## src/hw/isaPkg.sv

```systemverilog
`default_nettype none

package isaPkg;

   // datapath widths
   localparam int dataWidth    = 16;
   localparam int regAddrWidth = 3;
   localparam int regCount     = 8;

   localparam int opWidth = 4;

   // opcodes, instr[15:12]
   localparam logic [opWidth-1:0] opAdd  = 4'd0;
   localparam logic [opWidth-1:0] opSub  = 4'd1;
   localparam logic [opWidth-1:0] opAnd  = 4'd2;
   localparam logic [opWidth-1:0] opOr   = 4'd3;
   localparam logic [opWidth-1:0] opXor  = 4'd4;
   localparam logic [opWidth-1:0] opSll  = 4'd5;
   localparam logic [opWidth-1:0] opSrl  = 4'd6;
   localparam logic [opWidth-1:0] opAddi = 4'd7;
   localparam logic [opWidth-1:0] opLbi  = 4'd8;
   localparam logic [opWidth-1:0] opSlbi = 4'd9;
   // 10..15 reserved, decode as no-ops

   // instruction field positions
   localparam int opHi = 15;
   localparam int opLo = 12;
   localparam int rdHi = 11;
   localparam int rdLo = 9;
   localparam int rsHi = 8;
   localparam int rsLo = 6;
   localparam int rtHi = 5;
   localparam int rtLo = 3;

   // immediates sit at the bottom of the word
   localparam int imm6Width = 6;  // sign extended
   localparam int imm8Width = 8;  // sext for LBI, zext for SLBI

endpackage

`default_nettype wire

```

## src/hw/pipePkg.sv

```systemverilog
`default_nettype none

package pipePkg;

   // operations the execute stage knows about
   typedef enum logic [3:0] {
      aluAdd   = 4'd0,
      aluSub   = 4'd1,
      aluAnd   = 4'd2,
      aluOr    = 4'd3,
      aluXor   = 4'd4,
      aluSll   = 4'd5,
      aluSrl   = 4'd6,
      aluPassB = 4'd7,  // LBI
      aluSlbi  = 4'd8
   } aluOpT;

   // decode -> execute, 39 bits
   typedef struct packed {
      aluOpT                              aluOp;
      logic [isaPkg::dataWidth-1:0]    opA;
      logic [isaPkg::dataWidth-1:0]    opB;
      logic [isaPkg::regAddrWidth-1:0] wrtReg;
   } decodeWordT;

   // execute -> writeback, 19 bits
   typedef struct packed {
      logic [isaPkg::dataWidth-1:0]    result;
      logic [isaPkg::regAddrWidth-1:0] wrtReg;
   } execWordT;

endpackage

`default_nettype wire

```

## src/hw/decodeStage.sv

```systemverilog
`timescale 1ns/1ps
`default_nettype none

module decodeStage (
   input  logic                             instrValid,
   input  logic [isaPkg::dataWidth-1:0]    instr,
   output logic [isaPkg::regAddrWidth-1:0] readAddrA,
   output logic [isaPkg::regAddrWidth-1:0] readAddrB,
   input  logic [isaPkg::dataWidth-1:0]    readDataA,
   input  logic [isaPkg::dataWidth-1:0]    readDataB,
   input  logic                             xValid,
   input  logic [isaPkg::regAddrWidth-1:0] xWrtReg,
   input  logic [isaPkg::dataWidth-1:0]    aluResult,
   input  logic                             wValid,
   input  logic [isaPkg::regAddrWidth-1:0] wWrtReg,
   input  logic [isaPkg::dataWidth-1:0]    wResult,
   output logic                             decValid,
   output pipePkg::decodeWordT              decWord
);

   import isaPkg::*;
   import pipePkg::*;

   logic [opWidth-1:0]      opcode;
   logic [regAddrWidth-1:0] rdAddr;
   logic [regAddrWidth-1:0] rsAddr;
   logic [regAddrWidth-1:0] rtAddr;
   logic [imm6Width-1:0]    imm6;
   logic [imm8Width-1:0]    imm8;

   aluOpT                   aluOp;
   logic                    writes;     // opcode updates rd
   logic [1:0]              bSel;       // 0 rt, 1 sext imm6, 2 sext imm8, 3 zext imm8
   logic [dataWidth-1:0]    regA;
   logic [dataWidth-1:0]    regB;
   logic [dataWidth-1:0]    immB;

   // field split
   assign opcode = instr[opHi:opLo];
   assign rdAddr = instr[rdHi:rdLo];
   assign rsAddr = instr[rsHi:rsLo];
   assign rtAddr = instr[rtHi:rtLo];
   assign imm6   = instr[imm6Width-1:0];
   assign imm8   = instr[imm8Width-1:0];

   always_comb begin
      aluOp  = aluAdd;
      writes = 1'b1;
      bSel   = 2'd0;
      case (opcode)
         opAdd:  aluOp = aluAdd;
         opSub:  aluOp = aluSub;
         opAnd:  aluOp = aluAnd;
         opOr:   aluOp = aluOr;
         opXor:  aluOp = aluXor;
         opSll:  aluOp = aluSll;
         opSrl:  aluOp = aluSrl;
         opAddi: begin
            aluOp = aluAdd;
            bSel  = 2'd1;
         end
         opLbi: begin
            aluOp = aluPassB;
            bSel  = 2'd2;
         end
         opSlbi: begin
            aluOp = aluSlbi;
            bSel  = 2'd3;
         end
         default: writes = 1'b0;  // reserved
      endcase
   end

   // SLBI reads back its own destination
   assign readAddrA = (opcode == opSlbi) ? rdAddr : rsAddr;
   assign readAddrB = rtAddr;

   // execute result wins over writeback, then the register file
   assign regA = (xValid && xWrtReg == readAddrA) ? aluResult :
                 (wValid && wWrtReg == readAddrA) ? wResult : readDataA;
   assign regB = (xValid && xWrtReg == readAddrB) ? aluResult :
                 (wValid && wWrtReg == readAddrB) ? wResult : readDataB;

   always_comb begin
      case (bSel)
         2'd1:    immB = {{(dataWidth-imm6Width){imm6[imm6Width-1]}}, imm6};
         2'd2:    immB = {{(dataWidth-imm8Width){imm8[imm8Width-1]}}, imm8};
         default: immB = {{(dataWidth-imm8Width){1'b0}}, imm8};
      endcase
   end

   always_comb begin
      decWord.aluOp  = aluOp;
      decWord.opA    = regA;
      decWord.opB    = (bSel == 2'd0) ? regB : immB;
      decWord.wrtReg = rdAddr;
   end

   assign decValid = instrValid & writes;  // no-ops never enter the pipe

endmodule

`default_nettype wire

```

## src/hw/executeStage.sv

```systemverilog
`timescale 1ns/1ps
`default_nettype none

module executeStage (
   input  pipePkg::aluOpT                aluOp,
   input  logic [isaPkg::dataWidth-1:0] opA,
   input  logic [isaPkg::dataWidth-1:0] opB,
   output logic [isaPkg::dataWidth-1:0] aluResult
);

   import isaPkg::*;
   import pipePkg::*;

   logic [$clog2(dataWidth)-1:0] shamt;
   logic [dataWidth-1:0]         slbiVal;

   assign shamt = opB[$clog2(dataWidth)-1:0];  // low 4 bits of rt

   // old rd moves up a byte, immediate already zero extended
   assign slbiVal = {opA[dataWidth-imm8Width-1:0], {imm8Width{1'b0}}} | opB;

   always_comb begin
      case (aluOp)
         aluAdd:   aluResult = opA + opB;  // wraps mod 2^16
         aluSub:   aluResult = opA - opB;
         aluAnd:   aluResult = opA & opB;
         aluOr:    aluResult = opA | opB;
         aluXor:   aluResult = opA ^ opB;
         aluSll:   aluResult = opA << shamt;
         aluSrl:   aluResult = opA >> shamt;  // logical
         aluPassB: aluResult = opB;
         aluSlbi:  aluResult = slbiVal;
         default:  aluResult = '0;
      endcase
   end

endmodule

`default_nettype wire

```

## src/hw/pipeCore.sv

```systemverilog
`timescale 1ns/1ps
`default_nettype none

module pipeCore (
   input  logic                             clk,
   input  logic                             reset,
   input  logic                             instrValid,
   input  logic [isaPkg::dataWidth-1:0]    instr,
   output logic                             resultValid,
   output logic [isaPkg::dataWidth-1:0]    result,
   output logic [isaPkg::regAddrWidth-1:0] resultReg
);

   import isaPkg::*;
   import pipePkg::*;

   logic [regAddrWidth-1:0] readAddrA;
   logic [regAddrWidth-1:0] readAddrB;
   logic [dataWidth-1:0]    readDataA;
   logic [dataWidth-1:0]    readDataB;

   // decode side
   logic       decValid;
   decodeWordT decWord;

   // execute side
   logic                 xValid;
   decodeWordT           xWord;
   logic [dataWidth-1:0] aluResult;
   execWordT             xOut;

   // writeback side
   logic     wValid;
   execWordT wWord;

   regFile i_regFile (
      .clk       (clk),
      .reset     (reset),
      .readAddrA (readAddrA),
      .readAddrB (readAddrB),
      .readDataA (readDataA),
      .readDataB (readDataB),
      .writeEn   (wValid),
      .writeAddr (wWord.wrtReg),
      .writeData (wWord.result)
   );

   decodeStage i_decode (
      .instrValid (instrValid),
      .instr      (instr),
      .readAddrA  (readAddrA),
      .readAddrB  (readAddrB),
      .readDataA  (readDataA),
      .readDataB  (readDataB),
      .xValid     (xValid),
      .xWrtReg    (xWord.wrtReg),
      .aluResult  (aluResult),
      .wValid     (wValid),
      .wWrtReg    (wWord.wrtReg),
      .wResult    (wWord.result),
      .decValid   (decValid),
      .decWord    (decWord)
   );

   pipeReg #(.payloadT(decodeWordT)) d2xReg (
      .clk      (clk),
      .reset    (reset),
      .inValid  (decValid),
      .inData   (decWord),
      .outValid (xValid),
      .outData  (xWord)
   );

   executeStage i_execute (
      .aluOp     (xWord.aluOp),
      .opA       (xWord.opA),
      .opB       (xWord.opB),
      .aluResult (aluResult)
   );

   // result rides with its destination into writeback
   assign xOut.result = aluResult;
   assign xOut.wrtReg = xWord.wrtReg;

   pipeReg #(.payloadT(execWordT)) x2wReg (
      .clk      (clk),
      .reset    (reset),
      .inValid  (xValid),
      .inData   (xOut),
      .outValid (wValid),
      .outData  (wWord)
   );

   assign resultValid = wValid;
   assign result      = wWord.result;
   assign resultReg   = wWord.wrtReg;

endmodule

`default_nettype wire

```

## src/hw/pipeReg.sv

```systemverilog
`timescale 1ns/1ps
`default_nettype none

module pipeReg #(
   parameter type payloadT = logic
) (
   input  logic    clk,
   input  logic    reset,
   input  logic    inValid,
   input  payloadT inData,
   output logic    outValid,
   output payloadT outData
);

   always_ff @(posedge clk) begin
      if (reset) begin
         outValid <= 1'b0;
      end else begin
         outValid <= inValid;  // bubble passes through as 0
      end
   end

   // data only moves with a valid entry
   always_ff @(posedge clk) begin
      if (inValid) begin
         outData <= inData;
      end
   end

endmodule

`default_nettype wire

```

## src/hw/regFile.sv

```systemverilog
`timescale 1ns/1ps
`default_nettype none

module regFile (
   input  logic                             clk,
   input  logic                             reset,
   input  logic [isaPkg::regAddrWidth-1:0] readAddrA,
   input  logic [isaPkg::regAddrWidth-1:0] readAddrB,
   output logic [isaPkg::dataWidth-1:0]    readDataA,
   output logic [isaPkg::dataWidth-1:0]    readDataB,
   input  logic                             writeEn,
   input  logic [isaPkg::regAddrWidth-1:0] writeAddr,
   input  logic [isaPkg::dataWidth-1:0]    writeData
);

   import isaPkg::*;

   logic [dataWidth-1:0] regs [regCount];

   always_ff @(posedge clk) begin
      if (reset) begin
         for (int i = 0; i < regCount; i++) begin
            regs[i] <= '0;
         end
      end else if (writeEn) begin
         regs[writeAddr] <= writeData;
      end
   end

   // plain async reads, forwarding lives in decode
   assign readDataA = regs[readAddrA];
   assign readDataB = regs[readAddrB];

endmodule

`default_nettype wire

```

## config.mk

```make
export PLATFORM = sky130hd
export DESIGN_NAME = pipeCore
export DESIGN_NICKNAME = d
export VERILOG_FILES = /design/src/hw/isaPkg.sv /design/src/hw/pipePkg.sv /design/src/hw/decodeStage.sv /design/src/hw/executeStage.sv /design/src/hw/pipeCore.sv /design/src/hw/pipeReg.sv /design/src/hw/regFile.sv
export SDC_FILE = /design/constraint.sdc
export NUM_CORES = 1
export LEC_CHECK = 0
export ABC_AREA = 1
export BUFFER_PORTS_ARGS = -buffer_cell sky130_fd_sc_hd__buf_2
export CAP_MARGIN = 20
export CORE_MARGIN = 1
export CORE_UTILIZATION = 40
export CTS_BUF_LIST = sky130_fd_sc_hd__clkbuf_4 sky130_fd_sc_hd__clkbuf_8 sky130_fd_sc_hd__clkbuf_16
export CTS_CLUSTER_DIAMETER = 80
export DETAILED_ROUTE_END_ITERATION = 8
export PLACE_DENSITY_LB_ADDON = 0.05
export SLEW_MARGIN = 0
export SYNTH_ARGS = -nofsm -noshare
export SYNTH_HDL_FRONTEND = slang
export SYNTH_HIERARCHICAL = 1
export SYNTH_SLANG_ARGS = --single-unit
export TNS_END_PERCENT = 50
```

## constraint.sdc

```tcl
create_clock -name clk -period 4.3 [get_ports clk]
set_clock_uncertainty 0.15 [all_clocks]
set_input_delay 0.645 -clock clk [delete_from_list [all_inputs] [get_ports clk]]
set_output_delay 0.645 -clock clk [all_outputs]
set_load 0.02 [all_outputs]
```

==> results of run 1 <==
## worst max-delay path, stage by stage, from the launching register on
cell,delay (ns)
sky130_fd_sc_hd__edfxtp_1,0.48
sky130_fd_sc_hd__nor2_4,0.24
sky130_fd_sc_hd__nand2_2,0.22
sky130_fd_sc_hd__nand2_1,0.13
sky130_fd_sc_hd__xor2_1,0.19
sky130_fd_sc_hd__ha_1,0.32
sky130_fd_sc_hd__a21oi_1,0.24
sky130_fd_sc_hd__nand2_1,0.16
sky130_fd_sc_hd__nand2_1,0.09
sky130_fd_sc_hd__nand2_1,0.09
sky130_fd_sc_hd__or2_2,0.29
sky130_fd_sc_hd__nand3_1,0.08
sky130_fd_sc_hd__nand3_1,0.29
sky130_fd_sc_hd__nand3_1,0.19
sky130_fd_sc_hd__nand2_1,0.06
sky130_fd_sc_hd__inv_1,0.05
sky130_fd_sc_hd__a21oi_1,0.08
## stage by stage
step	util (%)	hold slack, ns	cells	total power, mW
after floorplan	-	0.321	2158	3.08
after global placement	42.3	0.353	2594	3.49
after detailed placement	42.3	0.353	2594	3.49
after CTS	44.0	0.238	2625	5.17
after global routing	44.0	0.246	2625	5.41
final	44.0	0.254	2625	5.15
## logic make-up after synthesis
logic type / after synthesis
flip-flops: 188
adder cells (fa/ha/maj): 53
AND/OR/NAND/NOR: 1355
buffers and inverters: 408
AO/OA/AOI/OAI: 139
XOR/XNOR: 15
## routing by layer
layer / track usage [%] / vias to the layer above / part of all wire [%]
met5: 0 / - / 0.019
met3: 4.27 / 99 / 6.6
met2: 46.8 / 524 / 46
met4: 11.3 / 2 / 3.4
met1: 39.6 / 6516 / 44
li1: - / 6791 / -
## sequential cells by signal, indices dropped and copies added, names as in the netlist
signal	cells
x2wReg/outValid	1
d2xReg/outValid	1
i_regFile/regs	128
d2xReg/outData	39
x2wReg/outData	19
## power groups by stage
stage | Sequential, mW | Clock [mW] | Combinational [mW]
3_3_place_gp | 2.26 | 0 | 1.22
3_5_place_dp | 2.26 | 0 | 1.23
2_1_floorplan | 2.22 | 0 | 0.855
5_1_grt | 2.23 | 1.78 | 1.40
6_report | 2.22 | 1.68 | 1.24
4_1_cts | 2.22 | 1.71 | 1.23
## layout make-up
class                   count  share of cell area [%]
well taps                 461                    3.67
clock buffers              19                    2.80
inverters                 309                    7.40
clock inverters            12                    1.03
flip-flops and latches    188                    35.8
multi-input cells        1562                    46.3
repair buffers             74                    3.01
## final timing paths
kind	startpoint	end
max	d2xReg/outData[37]$_DFFE_PP_	d2xReg/outData[9]$_DFFE_PP_
min	reset	d2xReg/outValid$_SDFF_PP0_
max reg2reg	d2xReg/outData[37]$_DFFE_PP_	d2xReg/outData[9]$_DFFE_PP_
min reg2reg	d2xReg/outData[2]$_DFFE_PP_	x2wReg/outData[2]$_DFFE_PP_
## placed cells by master, fill, tap and decap left out, types with 20 or more instances in the layout
cell / n
sky130_fd_sc_hd__inv_1: 291
sky130_fd_sc_hd__ha_1: 52
sky130_fd_sc_hd__o21ai_0: 58
sky130_fd_sc_hd__nand3_1: 279
sky130_fd_sc_hd__nand2_2: 20
sky130_fd_sc_hd__buf_4: 35
sky130_fd_sc_hd__edfxtp_1: 186
sky130_fd_sc_hd__a21oi_1: 37
sky130_fd_sc_hd__nor2_1: 229
sky130_fd_sc_hd__nand2_1: 772
sky130_fd_sc_hd__buf_2: 38
==> reports/summary.txt, run 1 <==
main combinational cell family by area after synthesis = simple AND/OR/NAND/NOR gates
synthesized instance count = 2158
number of buffers added by the clock tree synthesis step = 17
Fmax achieved = 0.275 GHz
Adder-Cell Fraction of Synth Area = 4.58%
largest net degree at the start of global routing = 65
switch share = 33.6%
async set-reset flop share out of synthesis = 0%
most frequently used flop master after synthesis = sky130_fd_sc_hd__edfxtp_1
vias in the first global route = 13304
total overflow reported by the global router = 0
via-per-instance ratio = 5.31
total nets after synthesis = 2230
total of endpoints with negative setup slack in the final report = 0
status = finished, final reports clean
Worst Tran Pin Value = 0.922 ns
placement-stage worst setup slack = 0.675 ns
depth of the most critical reg-to-reg path = 16
Max clock buf depth = 2
area taken by flip-flops and latches = 5630 sq um
type of destination of the critical path = flop
XOR/XNOR share of the synthesized area = 0.898%
total setup buffers inserted after CTS = 0
die width = 193 um
Filler cells = 3809
sequential power share = 43.2%
wire length of the first global-routing pass = 81700 um
max-slew violations = 0
Die Y = 193 um
total of hold buffers inserted after clock tree synthesis = 0
post-route ant nets = 0
slack of the worst reg-to-reg path = 0.66 ns
most instantiated cells after synthesis = sky130_fd_sc_hd__nand2_1 (772), sky130_fd_sc_hd__inv_1 (291), sky130_fd_sc_hd__nand3_1 (279)
floorplan row count = 69
signed area change from the synthesized netlist to the final layout = 7.45%
total internal power = 3.42 mW
highest net fanout along the worst path = 10
synthesized-area fraction occupied by and/or/nand/nor cells = 39.0%
most instantiated library cell after synthesis = sky130_fd_sc_hd__nand2_1
share of synthesized area spent on multiplexers = 0%
netlist area before placement = 14600 sq um
Final WS setup = 0.661 ns
startpoint class of the critical path = flop
hold depth = 2
number of enable flip-flop cells after synthesis = 186
number of clock sinks = 188
number of vias after detailed routing = 13932
antenna violations before repair = 1
number of hold-slack violations in the final timing report = 0
Clk network pwr share = 32.6%
net switching power figure = 1.73 mW
Arrival @ worst endpoint = 3.66 ns
proportion of layout cells with a drive suffix above 1 = 7.86%
RSZ-0062 raised after global routing = false
number of H-tree levels = 4
placeable core region = 35700 sq um
synth unique cells = 44
number of storage elements in the synthesis netlist = 188
combinational power share = 24.1%
Finished Cell Area = 15700 sq um
post-layout min period = 3.64 ns
Hold Crit Class = in2reg
Die ar. = 37300 sq um
cell type with the highest aggregate area in the netlist = sky130_fd_sc_hd__edfxtp_1
Yosys warning total = 6
wire length per cell after detailed routing = 20.4 um
Area after DPL = 15100 sq um
mean cell area of the mapped netlist = 6.78 sq um
TNS Setup = 0 ns
worst ir drop on vdd = 0.000329 V
routability-driven placement congestion ratio = 0.935
DR DRC count = 0
classification of the worst setup path = reg2reg
number of max-capacitance violations reported = 0
Detail Placement HPWL = 38100 um
fin nets = 2224
initial core utilization = 40.9%
Worst-Skew Late Latency = 0.45 ns
portion of the post-synthesis area used by sequential elements = 38.5%
CTS tree = yes
clock root buffer = sky130_fd_sc_hd__clkbuf_16
data required time at the worst endpoint = 4.32 ns
leakage = 7.98 nW
area fraction of the dominant cell type after synthesis = 38.2%
count of antenna diodes in the layout = 0
synthesized-area fraction occupied by ao, oa, aoi and oai cells = 5.23%
Iteration-0 DRC Markers = 1104
Worst-path clk slew = 0.07 ns
total iterations of the first detailed-routing run = 7
number of placed I/O pins = 39
total of cells resized after clock tree synthesis = 0
area of the multi-input gates = 7280 sq um
ratio of total power to cell area = 327 nW/um^2
worst slew margin relative to its limit = 38.5%
drt total wl = 53700 um
GRT Util Overall = 29.2%
count of port buffers added during placement = 38
largest cells by area after synthesis = sky130_fd_sc_hd__edfxtp_1 (38%), sky130_fd_sc_hd__nand2_1 (20%), sky130_fd_sc_hd__nand3_1 (9.5%)
share of the cycle needed by the critical path after routing = 84.6%
No activity file was read; power rests on OpenSTA's default activity.
==> run 2, diff against run 1 <==
==> constraint.sdc (replaced) <==
create_clock -name clk -period 3.4 [get_ports clk]
set_clock_uncertainty 0.15 [all_clocks]
set_input_delay 0.51 -clock clk [delete_from_list [all_inputs] [get_ports clk]]
set_output_delay 0.51 -clock clk [all_outputs]
set_load 0.02 [all_outputs]
==> run 2 against run 1 <==
  * First-iteration DRC count grew 8.2%
  * Register-to-register slack lost 0.46 ns
  * Highest routed layer is now met4
  * Largest power group unchanged
  * Sequential share of layout area shrank 1.3 points
  * Total power grew 26%
  * Sequential cell count is the same
==> reports/summary.txt, run 2 (synthesis gave the netlist of run 1 again) <==
placement-stage worst setup slack = 0.101 ns
Detail Placement HPWL = 38900 um
cell at the slowest stage of the critical path = sky130_fd_sc_hd__fa_1
DP Cell Count = 2640
proportion of layout cells with a drive suffix above 1 = 10.9%
largest net degree at the start of global routing = 66
ratio of total power to cell area = 398 nW/um^2
type of destination of the critical path = flop
count of port buffers added during placement = 38
Fmax achieved = 0.313 GHz
met1 global-route usage = 37.4%
floorplan row count = 69
GR met3 Demand/Resource = 4.27%
total of hold buffers inserted after clock tree synthesis = 0
most used cells in the layout excluding fill and tap cells = sky130_fd_sc_hd__nand2_1 (767), sky130_fd_sc_hd__inv_1 (291), sky130_fd_sc_hd__nand3_1 (278)
startpoint class of the critical path = flop
number of standard cells in the final layout excluding fillers = 2675
count of antenna diodes in the layout = 0
number of hold-slack violations in the final timing report = 0
clock root buffer = sky130_fd_sc_hd__clkbuf_16
die width = 193 um
max-slew violations = 0
Max clock buf depth = 2
Die ar. = 37300 sq um
top flop regs = i_regFile/regs (128), d2xReg/outData (39), x2wReg/outData (19)
Finished Cell Area = 16300 sq um
via-per-instance ratio = 5.30
signed area change from the synthesized netlist to the final layout = 11.5%
leakage = 8.27 nW
fin nets = 2275
number of buffers added by the clock tree synthesis step = 17
area taken by flip-flops and latches = 5630 sq um
total overflow reported by the global router = 0
DR DRC count = 0
Die Y = 193 um
worst slew margin relative to its limit = 42.0%
largest register by flop count = i_regFile/regs
drt total wl = 53100 um
total of endpoints with negative setup slack in the final report = 0
number of H-tree levels = 4
wire length of the first global-routing pass = 81100 um
post-layout min period = 3.20 ns
classification of the worst setup path = reg2reg
Worst-path clk slew = 0.07 ns
vias in the first global route = 13493
Worst-Skew Late Latency = 0.46 ns
antenna violations before repair = 0
Arrival @ worst endpoint = 3.33 ns
total iterations of the first detailed-routing run = 8
family of cells with the greatest summed delay on the critical path = simple AND/OR/NAND/NOR gates
routability-driven placement congestion ratio = 0.999
share of the cycle needed by the critical path after routing = 94.0%
area of the multi-input gates = 7390 sq um
CP Cell Sequence = buf_4 > buf_4 > ha_1 > fa_1 > inv_1 > nor2_1 > nor3_1 > buf_4 > nor2_1 > nand3_1 > nor3_1 > nand3_1 > nand3_1 > nand2_1 > inv_1 > a21oi_1
highest net fanout along the worst path = 28
number of max-capacitance violations reported = 0
Iteration-0 DRC Markers = 1195
placeable core region = 35700 sq um
number of vias after detailed routing = 14172
worst ir drop on vdd = 0.000457 V
Filler cells = 3786
status = finished, final reports clean
met2 track utilization from global routing = 47.8%
number of clock sinks = 188
number of flip-flops under the largest register name = 128
GR peak layer = met2
data required time at the worst endpoint = 3.54 ns
RSZ-0062 raised after global routing = true
post-route ant nets = 0
Area after DPL = 15600 sq um
Worst Tran Pin Value = 0.869 ns
GRT Util Overall = 28.7%
Final WS setup = 0.204 ns
buffering stage count on the worst path with inverters included = 5
share of the core filled with cells in the final layout = 45.6%
number of placed I/O pins = 39
commonest non-fill, non-tap cell in the layout = sky130_fd_sc_hd__nand2_1
TNS Setup = 0 ns
CTS tree = yes
Hold Crit Class = in2reg
wire length per cell after detailed routing = 19.9 um
initial core utilization = 40.9%
max incr delay on CP = 0.48 ns
[run 2: cell count changes in the layout (fill, tap and decap cells not counted), moves of 3 or more]
cell / before / now
sky130_fd_sc_hd__buf_4: 35 / 75
sky130_fd_sc_hd__buf_12: 1 / 11
sky130_fd_sc_hd__ha_1: 52 / 46
sky130_fd_sc_hd__ha_4: 0 / 4
sky130_fd_sc_hd__nand2_1: 772 / 767
sky130_fd_sc_hd__nor2_1: 229 / 225
sky130_fd_sc_hd__o21ai_0: 58 / 53
sky130_fd_sc_hd__o21ai_1: 15 / 18
sky130_fd_sc_hd__nor2_2: 10 / 13
sky130_fd_sc_hd__nand2_2: 20 / 24
[run 2: routing by layer]
metal / share of wire, % / wire length, um / vias to the layer above
met5: 0 / 0 / -
met4: 3.4 / 1800 / 0
met3: 6.5 / 3440 / 100
met2: 47 / 24900 / 515
met1: 43 / 23000 / 6660
li1: - / - / 6897
[run 2: path summary, 6_finish.rpt]
path,start,slack [ns],to,cells past startpoint
setup / recovery,d2xReg/outData[3]$_DFFE_PP_,0.20,d2xReg/outData[5]$_DFFE_PP_,16
hold / removal,reset,0.11,d2xReg/outValid$_SDFF_PP0_,2
setup reg to reg,d2xReg/outData[3]$_DFFE_PP_,0.20,d2xReg/outData[5]$_DFFE_PP_,16
hold reg to reg,d2xReg/outData[2]$_DFFE_PP_,0.37,x2wReg/outData[2]$_DFFE_PP_,0
[run 2: repair_timing]
action	CTS	global route
setup buffers	0	5
endpoints found under the setup margin	0	23
gates resized for setup	0	32
[run 2: area by class of cell]
cell class / count / share of cell area (%)
clock buffer: 17 / 2.61
clock inverter: 13 / 0.844
inverter: 309 / 7.14
multi-input combinational: 1562 / 45.3
sequential: 188 / 34.5
tap: 461 / 3.54
timing repair buffer: 125 / 6.04
[run 2: worst register-to-register path, stage by stage (launching register included)]
cell and delay, ns:
sky130_fd_sc_hd__edfxtp_1 0.40, sky130_fd_sc_hd__buf_4 0.16, sky130_fd_sc_hd__buf_4 0.22, sky130_fd_sc_hd__ha_1 0.28, sky130_fd_sc_hd__fa_1 0.48, sky130_fd_sc_hd__inv_1 0.15, sky130_fd_sc_hd__nor2_1 0.06, sky130_fd_sc_hd__nor3_1 0.23
sky130_fd_sc_hd__buf_4 0.17, sky130_fd_sc_hd__nor2_1 0.04, sky130_fd_sc_hd__nand3_1 0.08, sky130_fd_sc_hd__nor3_1 0.05, sky130_fd_sc_hd__nand3_1 0.18, sky130_fd_sc_hd__nand3_1 0.12, sky130_fd_sc_hd__nand2_1 0.08, sky130_fd_sc_hd__inv_1 0.04
sky130_fd_sc_hd__a21oi_1 0.17
[run 2: where the power goes]
group	switching, mW	leakage, nW	internal [mW]	total (mW)
Sequential	0.124	1.89	2.68	2.80
Combinational	1.15	6.10	0.550	1.70
Clock	0.964	0.273	1.02	1.99
[run 2: per-stage QoR]
| stage | hold WS [ns] | power, mW |
|---|---|---|
| 2_1_floorplan | 0.321 | 3.89 |
| 3_3_place_gp | 0.346 | 4.48 |
| 3_5_place_dp | 0.344 | 4.48 |
| 4_1_cts | 0.0999 | 6.47 |
| 5_1_grt | 0.105 | 6.82 |
| 6_report | 0.112 | 6.49 |
